===== src/rtl/fp_defines.svh =====
`ifndef FP_DEFINES_SVH
`define FP_DEFINES_SVH

// Log channel count and widths
`define FP_N_LOG        8
`define FP_W_LCHAN      3
`define FP_W_LDATA      18
`define FP_W_EP         16
`define FP_W_RATIO      3

// Pipe FIFO size, any power of two
`define FP_FIFO_DEPTH   16
`define FP_W_FCOUNT     ($clog2(`FP_FIFO_DEPTH) + 1)

// Host endpoint addresses
`define FP_EP_ADDR      8'h00
`define FP_EP_CHAN      8'h01
`define FP_EP_DATA0     8'h02
`define FP_EP_DATA1     8'h03
`define FP_EP_DATA2     8'h04
`define FP_EP_DATA3     8'h05
`define FP_EP_LOG0      8'h20
`define FP_EP_PIPE_STAT 8'h30
`define FP_EP_TRIG      8'h40
`define FP_EP_PIPE      8'ha0

// Bit positions inside the trigger word
`define FP_TRIG_SYS_RST    0
`define FP_TRIG_ADC_CSTART 1
`define FP_TRIG_WR_EN      2
`define FP_TRIG_DAC_RSET   3

// Request codes carried in the address wire-in
`define FP_RQST_OSF_RATIO 16'h0001
`define FP_RQST_PIPE_CSET 16'h0002

`endif


===== src/rtl/fp_host_pkg.sv =====
`include "fp_defines.svh"

package fp_host_pkg;

    // ------------------------------------------------------------------
    // Host endpoint bus
    // ------------------------------------------------------------------

    // One request per cycle, wr and rd never together
    typedef struct packed {
        logic                wr;
        logic                rd;
        logic [7:0]          addr;
        logic [`FP_W_EP-1:0] wdata;
    } host_req_t;

    // Read response, one cycle after rd
    typedef struct packed {
        logic                rvalid;
        logic [`FP_W_EP-1:0] rdata;
    } host_rsp_t;

endpackage


===== src/rtl/fp_log_pkg.sv =====
`include "fp_defines.svh"

package fp_log_pkg;

    // ------------------------------------------------------------------
    // Sample streams
    // ------------------------------------------------------------------

    // Raw ADC strobe with channel tag
    typedef struct packed {
        logic                    dv;
        logic [`FP_W_LCHAN-1:0]  chan;
        logic [`FP_W_LDATA-1:0]  data;
    } adc_sample_t;

    // Averaged value, same layout
    typedef adc_sample_t log_sample_t;

    // Configuration write built from wire-ins
    typedef struct packed {
        logic                  en;
        logic [`FP_W_EP-1:0]   addr;
        logic [`FP_W_EP-1:0]   chan;
        logic [4*`FP_W_EP-1:0] data;
    } cfg_wr_t;

endpackage


===== src/rtl/fp_endpoint_decoder.sv =====
`timescale 1ns/1ps

`include "fp_defines.svh"

module fp_endpoint_decoder (
    input  logic                                  sys_clk_in,
    input  logic                                  por_in,
    input  fp_host_pkg::host_req_t                host_req,
    input  logic [`FP_N_LOG-1:0][`FP_W_EP-1:0]    log_word,
    input  logic [`FP_W_EP-1:0]                   pipe_word,
    input  logic [`FP_W_FCOUNT-1:0]               pipe_count,
    output fp_host_pkg::host_rsp_t                host_rsp,
    output logic                                  sys_rst_out,
    output logic                                  adc_cstart_out,
    output logic                                  dac_rset_out,
    output fp_log_pkg::cfg_wr_t                   cfg_wr,
    output logic                                  pipe_pop
);
    import fp_host_pkg::*;
    import fp_log_pkg::*;

    // Wire-in registers
    logic [`FP_W_EP-1:0]        addr_q;
    logic [`FP_W_EP-1:0]        chan_q;
    logic [3:0][`FP_W_EP-1:0]   data_q;

    // Trigger pulses
    logic                       trig_wr;
    logic                       sys_rst_q;
    logic                       cstart_q;
    logic                       wr_en_q;
    logic                       dac_rset_q;

    // Read path
    logic [7:0]                 log_off;
    logic [`FP_W_EP-1:0]        rdata_d;
    host_rsp_t                  rsp_q;

    // ------------------------------------------------------------------
    // Triggers and reset
    // ------------------------------------------------------------------
    assign trig_wr = host_req.wr && (host_req.addr == `FP_EP_TRIG);

    // Registered reset from power-on or the trigger bit
    always_ff @(posedge sys_clk_in) begin
        sys_rst_q <= por_in | (trig_wr & host_req.wdata[`FP_TRIG_SYS_RST]);
    end

    // One-cycle pulses after the strobe
    always_ff @(posedge sys_clk_in) begin
        if (sys_rst_out) begin
            cstart_q   <= 1'b0;
            wr_en_q    <= 1'b0;
            dac_rset_q <= 1'b0;
        end else begin
            cstart_q   <= trig_wr & host_req.wdata[`FP_TRIG_ADC_CSTART];
            wr_en_q    <= trig_wr & host_req.wdata[`FP_TRIG_WR_EN];
            dac_rset_q <= trig_wr & host_req.wdata[`FP_TRIG_DAC_RSET];
        end
    end

    assign sys_rst_out    = sys_rst_q;
    assign adc_cstart_out = cstart_q;
    assign dac_rset_out   = dac_rset_q;

    // ------------------------------------------------------------------
    // Wire-ins and configuration write
    // ------------------------------------------------------------------
    always_ff @(posedge sys_clk_in) begin
        if (sys_rst_out) begin
            addr_q <= '0;
            chan_q <= '0;
            data_q <= '0;
        end else if (host_req.wr) begin
            case (host_req.addr)
                `FP_EP_ADDR:  addr_q    <= host_req.wdata;
                `FP_EP_CHAN:  chan_q    <= host_req.wdata;
                `FP_EP_DATA0: data_q[0] <= host_req.wdata;
                `FP_EP_DATA1: data_q[1] <= host_req.wdata;
                `FP_EP_DATA2: data_q[2] <= host_req.wdata;
                `FP_EP_DATA3: data_q[3] <= host_req.wdata;
                default: ;
            endcase
        end
    end

    // Current wire-ins travel with the write-enable pulse
    assign cfg_wr.en   = wr_en_q;
    assign cfg_wr.addr = addr_q;
    assign cfg_wr.chan = chan_q;
    assign cfg_wr.data = data_q;

    // ------------------------------------------------------------------
    // Read-back
    // ------------------------------------------------------------------
    assign log_off = host_req.addr - `FP_EP_LOG0;

    always_comb begin
        rdata_d  = '0;
        pipe_pop = 1'b0;
        case (host_req.addr)
            `FP_EP_ADDR:  rdata_d = addr_q;
            `FP_EP_CHAN:  rdata_d = chan_q;
            `FP_EP_DATA0: rdata_d = data_q[0];
            `FP_EP_DATA1: rdata_d = data_q[1];
            `FP_EP_DATA2: rdata_d = data_q[2];
            `FP_EP_DATA3: rdata_d = data_q[3];
            `FP_EP_PIPE: begin
                // Empty pipe reads as zero
                pipe_pop = host_req.rd;
                rdata_d  = (pipe_count != '0) ? pipe_word : '0;
            end
            `FP_EP_PIPE_STAT: rdata_d = `FP_W_EP'(pipe_count);
            default: begin
                // Log wire-out window
                if (log_off < `FP_N_LOG) begin
                    rdata_d = log_word[log_off[`FP_W_LCHAN-1:0]];
                end
            end
        endcase
    end

    always_ff @(posedge sys_clk_in) begin
        if (sys_rst_out) begin
            rsp_q <= '0;
        end else begin
            rsp_q.rvalid <= host_req.rd;
            rsp_q.rdata  <= host_req.rd ? rdata_d : '0;
        end
    end

    assign host_rsp = rsp_q;

    // A read comes as a lone strobe and is answered on the next edge
    a_rd_rvalid : assert property (@(posedge sys_clk_in) disable iff (sys_rst_out)
        host_req.rd |=> host_rsp.rvalid && !$past(host_req.wr));

endmodule


===== src/rtl/frontpanel_top.sv =====
`timescale 1ns/1ps

`include "fp_defines.svh"

module frontpanel_top (
    input  logic                      sys_clk_in,
    input  logic                      por_in,
    input  fp_host_pkg::host_req_t    host_req,
    input  fp_log_pkg::adc_sample_t   adc_sample,
    output fp_host_pkg::host_rsp_t    host_rsp,
    output logic                      sys_rst_out,
    output logic                      adc_cstart_out,
    output logic                      dac_rset_out
);
    import fp_log_pkg::*;

    // Configuration and log streams
    cfg_wr_t                              cfg_wr;
    log_sample_t                          log_sample;

    // Wire-out words
    logic [`FP_N_LOG-1:0][`FP_W_EP-1:0]   log_word;

    // Pipe path
    logic                                 push_valid;
    logic [`FP_W_EP-1:0]                  push_word;
    logic                                 pipe_pop;
    logic [`FP_W_EP-1:0]                  pipe_word;
    logic [`FP_W_FCOUNT-1:0]              pipe_count;

    // ------------------------------------------------------------------
    // Host side
    // ------------------------------------------------------------------
    fp_endpoint_decoder decoder_inst (
        .sys_clk_in     (sys_clk_in),
        .por_in         (por_in),
        .host_req       (host_req),
        .log_word       (log_word),
        .pipe_word      (pipe_word),
        .pipe_count     (pipe_count),
        .host_rsp       (host_rsp),
        .sys_rst_out    (sys_rst_out),
        .adc_cstart_out (adc_cstart_out),
        .dac_rset_out   (dac_rset_out),
        .cfg_wr         (cfg_wr),
        .pipe_pop       (pipe_pop)
    );

    // ------------------------------------------------------------------
    // Sample side
    // ------------------------------------------------------------------
    osf_averager averager_inst (
        .sys_clk_in  (sys_clk_in),
        .sys_rst_out (sys_rst_out),
        .cfg_wr      (cfg_wr),
        .adc_sample  (adc_sample),
        .log_sample  (log_sample)
    );

    log_capture capture_inst (
        .sys_clk_in  (sys_clk_in),
        .sys_rst_out (sys_rst_out),
        .cfg_wr      (cfg_wr),
        .log_sample  (log_sample),
        .log_word    (log_word),
        .push_valid  (push_valid),
        .push_word   (push_word)
    );

    // Pipe words for the host
    pipe_tx_fifo fifo_inst (
        .sys_clk_in  (sys_clk_in),
        .sys_rst_out (sys_rst_out),
        .push_valid  (push_valid),
        .push_word   (push_word),
        .pipe_pop    (pipe_pop),
        .pipe_word   (pipe_word),
        .pipe_count  (pipe_count)
    );

endmodule


===== src/rtl/log_capture.sv =====
`timescale 1ns/1ps

`include "fp_defines.svh"

module log_capture (
    input  logic                                  sys_clk_in,
    input  logic                                  sys_rst_out,
    input  fp_log_pkg::cfg_wr_t                   cfg_wr,
    input  fp_log_pkg::log_sample_t               log_sample,
    output logic [`FP_N_LOG-1:0][`FP_W_EP-1:0]    log_word,
    output logic                                  push_valid,
    output logic [`FP_W_EP-1:0]                   push_word
);
    // Latest value per channel
    logic [`FP_N_LOG-1:0][`FP_W_LDATA-1:0] log_q;

    // Channel routed to the pipe
    logic [`FP_W_LCHAN-1:0]                pipe_chan_q;
    logic                                  cset_wr;

    // ------------------------------------------------------------------
    // Wire-out registers
    // ------------------------------------------------------------------
    always_ff @(posedge sys_clk_in) begin
        if (sys_rst_out) begin
            log_q <= '0;
        end else if (log_sample.dv) begin
            log_q[log_sample.chan] <= log_sample.data;
        end
    end

    // Host sees the upper bits only
    always_comb begin
        for (int n = 0; n < `FP_N_LOG; n++) begin
            log_word[n] = log_q[n][`FP_W_LDATA-1 -: `FP_W_EP];
        end
    end

    // ------------------------------------------------------------------
    // Pipe channel select
    // ------------------------------------------------------------------
    assign cset_wr = cfg_wr.en && (cfg_wr.addr == `FP_RQST_PIPE_CSET) &&
                     (cfg_wr.chan < `FP_N_LOG);

    always_ff @(posedge sys_clk_in) begin
        if (sys_rst_out) begin
            pipe_chan_q <= '0;
        end else if (cset_wr) begin
            pipe_chan_q <= cfg_wr.chan[`FP_W_LCHAN-1:0];
        end
    end

    // Matching samples go to the FIFO on the same edge as the wire-out
    assign push_valid = log_sample.dv && (log_sample.chan == pipe_chan_q);
    assign push_word  = log_sample.data[`FP_W_LDATA-1 -: `FP_W_EP];

endmodule


===== src/rtl/osf_averager.sv =====
`timescale 1ns/1ps

`include "fp_defines.svh"

module osf_averager (
    input  logic                      sys_clk_in,
    input  logic                      sys_rst_out,
    input  fp_log_pkg::cfg_wr_t       cfg_wr,
    input  fp_log_pkg::adc_sample_t   adc_sample,
    output fp_log_pkg::log_sample_t   log_sample
);
    // Counter covers up to 2^7 samples and the sum grows by as many bits
    localparam int W_CNT = (1 << `FP_W_RATIO) - 1;
    localparam int W_ACC = `FP_W_LDATA + W_CNT;

    // Per-channel state
    logic [`FP_N_LOG-1:0][`FP_W_RATIO-1:0] ratio_q;
    logic [`FP_N_LOG-1:0][W_CNT-1:0]       cnt_q;
    logic [`FP_N_LOG-1:0][W_ACC-1:0]       acc_q;

    // Incoming sample path
    logic [`FP_W_LCHAN-1:0]                ch;
    logic [W_ACC-1:0]                      sum;
    logic [W_ACC-1:0]                      sum_shr;
    logic [W_CNT-1:0]                      cnt_last;
    logic                                  block_done;

    // Ratio write decode
    logic                                  ratio_wr;
    logic [`FP_W_LCHAN-1:0]                wr_ch;

    // ------------------------------------------------------------------
    // Block sum and average
    // ------------------------------------------------------------------
    assign ch       = adc_sample.chan;
    assign sum      = acc_q[ch] + W_ACC'(adc_sample.data);
    // Truncating average
    assign sum_shr  = sum >> ratio_q[ch];
    assign cnt_last = W_CNT'((1 << ratio_q[ch]) - 1);
    // Last sample of the block
    assign block_done = (cnt_q[ch] == cnt_last);

    assign ratio_wr = cfg_wr.en && (cfg_wr.addr == `FP_RQST_OSF_RATIO) &&
                      (cfg_wr.chan < `FP_N_LOG);
    assign wr_ch    = cfg_wr.chan[`FP_W_LCHAN-1:0];

    // ------------------------------------------------------------------
    // Accumulators and output register
    // ------------------------------------------------------------------
    always_ff @(posedge sys_clk_in) begin
        if (sys_rst_out) begin
            ratio_q    <= '0;
            cnt_q      <= '0;
            acc_q      <= '0;
            log_sample <= '0;
        end else begin
            log_sample.dv <= 1'b0;
            if (adc_sample.dv) begin
                if (block_done) begin
                    // Emit and restart the channel
                    log_sample.dv   <= 1'b1;
                    log_sample.chan <= ch;
                    log_sample.data <= sum_shr[`FP_W_LDATA-1:0];
                    acc_q[ch]       <= '0;
                    cnt_q[ch]       <= '0;
                end else begin
                    acc_q[ch] <= sum;
                    cnt_q[ch] <= cnt_q[ch] + 1'b1;
                end
            end
            // Host ratio write wins over a sample on the same channel
            if (ratio_wr) begin
                ratio_q[wr_ch] <= cfg_wr.data[`FP_W_RATIO-1:0];
                cnt_q[wr_ch]   <= '0;
                acc_q[wr_ch]   <= '0;
            end
        end
    end

    // Sample tag is a known channel whenever the strobe is set
    a_chan_range : assert property (@(posedge sys_clk_in) disable iff (sys_rst_out)
        adc_sample.dv |-> !$isunknown(adc_sample.chan));

endmodule


===== src/rtl/pipe_tx_fifo.sv =====
`timescale 1ns/1ps

`include "fp_defines.svh"

module pipe_tx_fifo (
    input  logic                         sys_clk_in,
    input  logic                         sys_rst_out,
    input  logic                         push_valid,
    input  logic [`FP_W_EP-1:0]          push_word,
    input  logic                         pipe_pop,
    output logic [`FP_W_EP-1:0]          pipe_word,
    output logic [`FP_W_FCOUNT-1:0]      pipe_count
);
    localparam int W_PTR = $clog2(`FP_FIFO_DEPTH);

    // Storage
    logic [`FP_W_EP-1:0]     mem_q [`FP_FIFO_DEPTH];

    // Pointers wrap naturally at a power of two
    logic [W_PTR-1:0]        wr_ptr_q;
    logic [W_PTR-1:0]        rd_ptr_q;
    logic [`FP_W_FCOUNT-1:0] count_q;

    logic                    full;
    logic                    push_ok;
    logic                    pop_ok;

    assign full    = (count_q == `FP_FIFO_DEPTH);
    // Pop on empty does nothing
    assign pop_ok  = pipe_pop && (count_q != '0);
    // Full FIFO still takes a word when one leaves
    assign push_ok = push_valid && (!full || pop_ok);

    // ------------------------------------------------------------------
    // Buffer and pointers
    // ------------------------------------------------------------------
    always_ff @(posedge sys_clk_in) begin
        if (push_ok) begin
            mem_q[wr_ptr_q] <= push_word;
        end
    end

    always_ff @(posedge sys_clk_in) begin
        if (sys_rst_out) begin
            wr_ptr_q <= '0;
            rd_ptr_q <= '0;
            count_q  <= '0;
        end else begin
            if (push_ok) begin
                wr_ptr_q <= wr_ptr_q + 1'b1;
            end
            if (pop_ok) begin
                rd_ptr_q <= rd_ptr_q + 1'b1;
            end
            count_q <= count_q + `FP_W_FCOUNT'(push_ok) - `FP_W_FCOUNT'(pop_ok);
        end
    end

    // Head word, shown as is
    assign pipe_word  = mem_q[rd_ptr_q];
    assign pipe_count = count_q;

    a_count_max : assert property (@(posedge sys_clk_in) disable iff (sys_rst_out)
        pipe_count <= `FP_FIFO_DEPTH);

endmodule


===== config.mk =====
export PLATFORM = sky130hd
export DESIGN_NAME = frontpanel_top
export DESIGN_NICKNAME = d
export VERILOG_FILES = /design/src/rtl/fp_host_pkg.sv /design/src/rtl/fp_log_pkg.sv /design/src/rtl/fp_endpoint_decoder.sv /design/src/rtl/frontpanel_top.sv /design/src/rtl/log_capture.sv /design/src/rtl/osf_averager.sv /design/src/rtl/pipe_tx_fifo.sv
export VERILOG_INCLUDE_DIRS = /design/src /design/src/rtl
export SDC_FILE = /design/constraint.sdc
export NUM_CORES = 2
export LEC_CHECK = 0
export BUFFER_PORTS_ARGS = -buffer_cell sky130_fd_sc_hd__buf_2
export CAP_MARGIN = 25
export CORE_MARGIN = 2
export CORE_UTILIZATION = 38
export DETAILED_ROUTE_END_ITERATION = 12
export SLEW_MARGIN = 5
export SYNTH_ARGS = -nofsm -noshare
export SYNTH_HDL_FRONTEND = slang
export SYNTH_SLANG_ARGS = --single-unit

===== constraint.sdc =====
create_clock -name sys_clk_in -period 5.5 [get_ports sys_clk_in]
set_input_delay 0.275 -clock sys_clk_in [delete_from_list [all_inputs] [get_ports sys_clk_in]]
set_output_delay 0.275 -clock sys_clk_in [all_outputs]
set_load 0.005 [all_outputs]

==> flow_summary.json <==
{
  "syn_to_final_growth_pct": 14.55,
  "place.gp.congestion": 0.9155,
  "drc": 0,
  "num_io_pins": 70,
  "met2_length_mm": 53.35,
  "grt_pass1_vias": 27151,
  "syn_area_um2": 36040,
  "powerDensity_nw_per_um2": 320.3,
  "htreeDepth": 3,
  "synth_top_flop_cell": "dfxtp_1",
  "ff2ff_path_depth": 14,
  "finalHoldViolations": 0,
  "worstHoldPathType": "in -> reg",
  "dp_worst_setup_slack_ns": 0.4070,
  "vias_per_cell": 5.838,
  "timing.hold.ws_ns": 0.2397,
  "core-area_um2": 93610,
  "initial_utilization": 0.3850,
  "rrSetupSlack_ns": 1.12,
  "antenna_found_initial": 3,
  "wirelength_mm": 117.5,
  "path_clk_slew_ns": 0.06,
  "placed_area_um2": 37960,
  "rsz0062_at_grt": "no",
  "status": "complete, no violations",
  "drt-pass1-iter-count": 6,
  "nets": 3772,
  "overflow": 0,
  "crit_fanout": 36,
  "clock-sinks": 821,
  "numCtsBuffers": 87,
  "wl_per_cell_um": 23.44,
  "critPathCaptureType": "flop",
  "avgSynthCellArea_um2": 9.832,
  "antennaDiodeCount": 0,
  "cts_tree": "done",
  "die_w_um": 312.0,
  "rows": 112,
  "dr_wl_met3_mm": 10.14,
  "cts_resized": 0,
  "grt_pass1_wl_mm": 175.2,
  "antenna_left": 0,
  "setup_viol": 0,
  "wl_met1_mm": 50.09,
  "num_vias": 29265,
  "hpwl_mm": 75.79,
  "synth-seq-area-share": 0.5271,
  "path_class": "in -> reg",
  "fin_crit_sh": 0.8313,
  "synth.top_cell.area_share": 0.3138,
  "syn_inst": 3666,
  "rr_startpoint": "averager_inst.acc_q[107]",
  "drive_above_1_share": 0.1482,
  "synthTopCellsByCount": "nand2_1 (774), dfxtp_1 (565), a21oi_1 (483)",
  "r2r-end": "averager_inst.log_sample[17]",
  "fmax_mhz": 218.7,
  "start_kind": "primary input",
  "ys_seq_elements": 821,
  "die_h_um": 312.0,
  "post_cts_buffers": 0,
  "synth.most_common_cell": "nand2_1",
  "fin_skew_ns": 0.04295,
  "synth_cell_types": 76,
  "yosys-top-cells-area": "dfxtp_1 (31%), edfxtp_1 (21%), mux4_2 (8.1%)",
  "p_leak_nw": 13.73,
  "cts.path.max_buffers": 3,
  "synth-edff-count": 256,
  "syn-num-nets": 3750,
  "slew_violations": 0,
  "io_buffers": 69,
  "drt_iter0_drc": 3320,
  "cp.arrival_ns": 5.14,
  "synth_top_cell_by_area": "dfxtp_1",
  "nFillCells": 8919,
  "finalWorstSetupSlack_ns": 0.9276,
  "insertion_delay_ns": 0.67,
  "min_path_cells": 4,
  "grt_max_degree": 83,
  "slew_headroom": 0.2570,
  "critPathRequiredTime_ns": 6.06,
  "worst_slew_pin_slew_ns": 1.105,
  "die_area_um2": 97330,
  "grt_usage": 0.2339,
  "hp-start": "host_req[22]",
  "final_area_um2": 41290,
  "clockRootBuffer": "clkbuf_16",
  "top_layer_used": "met4",
  "min_period_ns": 4.572,
  "cap_violations": 0,
  "ys_async_sr_fraction": 0,
  "hold_end": "decoder_inst.wr_en_q",
  "worst_ir_drop_vdd_mv": 0.2112,
  "setup_tns_ns": 0,
  "ys_warn_count": 0
}
through the flow:
step	total power [W]	std cells	util
floorplan	0.007045	3666	-
global placement	0.007405	4812	0.4037
detailed placement	0.007422	4822	0.4055
CTS	0.01324	5000	0.4377
global route	0.01360	5013	0.4411
finish	0.01322	5013	0.4411
state kept, by name (all words and copies together) (netlist names), 16 cells and up, named ones only:
signal	flops
averager_inst.log_sample	20
decoder_inst.cfg_wr	64
averager_inst.ratio_q	24
capture_inst.log_word	128
decoder_inst.chan_q	16
averager_inst.cnt_q	56
decoder_inst.host_rsp	17
fifo_inst.mem_q	256
decoder_inst.addr_q	16
averager_inst.acc_q	200
metal layers:
| metal | track usage | up-vias |
|---|---|---|
| met5 | 0 | - |
| met4 | 0.07922 | 0 |
| met3 | 0.03470 | 219 |
| met2 | 0.3668 | 1389 |
| met1 | 0.3311 | 14404 |
| li1 | - | 13253 |
cells in the final DEF, fill, tap and decap left out, types with 11 or more instances in the layout:
cell type        n
a221o_1         15
a21oi_1        483
nor4_1          11
clkbuf_16       92
nor2_1         205
a22oi_1        111
mux2i_1         70
nor3_1          12
a211oi_1        19
ha_1            32
dlygate4sd3_1   18
buf_4          120
dfxtp_1        562
nand3_1        201
mux2_2          16
nand4_1         19
a22o_1          14
nand2b_1        15
nor3_2          14
clkbuf_1        16
o22ai_1         28
o211ai_1        14
buf_2           68
and2_1          18
clkinv_2        17
a31oi_1         24
a221oi_1        29
or3_1           54
mux4_2         129
edfxtp_1       256
xor2_1          21
xnor2_1         19
nor2_2          18
o21ai_0         44
and3_1          12
inv_1           27
nor2b_1         15
nand2_1        766
final cells by class:
| cell class | instances | area, um^2 | area share |
|---|---|---|---|
| Timing Repair Buffer | 229 | 1948 | 0.04718 |
| Sequential cell | 821 | 19010 | 0.4603 |
| Tap cell | 1254 | 1569 | 0.03800 |
| Clock inverter | 44 | 421.7 | 0.01021 |
| Inverter | 29 | 108.9 | 0.002636 |
| Multi-Input combinational cell | 2520 | 15820 | 0.3832 |
| Clock buffer | 116 | 2412 | 0.05843 |
cells by family after synthesis:
group	after synthesis	synth area share
AND/OR/NAND/NOR	1395	0.1668
AO/OA/AOI/OAI	833	0.1396
flip-flops	821	0.5271
buffers and inverters	325	0.03867
multiplexers	218	0.1059
XOR/XNOR	40	0.009720
adder cells (fa/ha/maj)	34	0.01222
worst max-delay path, stage by stage:
cell      delay, ns
buf_2          0.35
buf_4          0.52
mux4_2         0.60
mux2_2         0.44
nand3_1        0.13
ha_1           0.32
a31oi_1        0.09
a32oi_1        0.28
o31ai_1        0.14
a221oi_2       0.58
or3_4          0.60
nand2_1        0.43
o22ai_1        0.28
power by group:
group	switching (W)	internal (W)
sequential	0.0000618	0.00631
combinational	0.000699	0.000299
clock	0.00252	0.00333
total	0.00328	0.00994
what timing repair did:
action                                  CTS  global route
endpoints found under the hold margin    99             0
hold buffers                             18             0
endpoints found under the setup margin    0             0
worst max-delay path by stage:
stage                              start                            to  slack [ns]
after global routing      adc_sample[18]       averager_inst.cnt_q[19]        0.77
after detailed placement  adc_sample[18]       averager_inst.cnt_q[12]        0.41
after floorplan           adc_sample[19]  averager_inst.log_sample[10]        0.37
after CTS                 adc_sample[18]       averager_inst.cnt_q[26]        1.07
after global placement    adc_sample[18]       averager_inst.cnt_q[12]        0.38
final                     adc_sample[18]       averager_inst.cnt_q[26]        0.93
No activity file was read; power rests on OpenSTA's default activity.
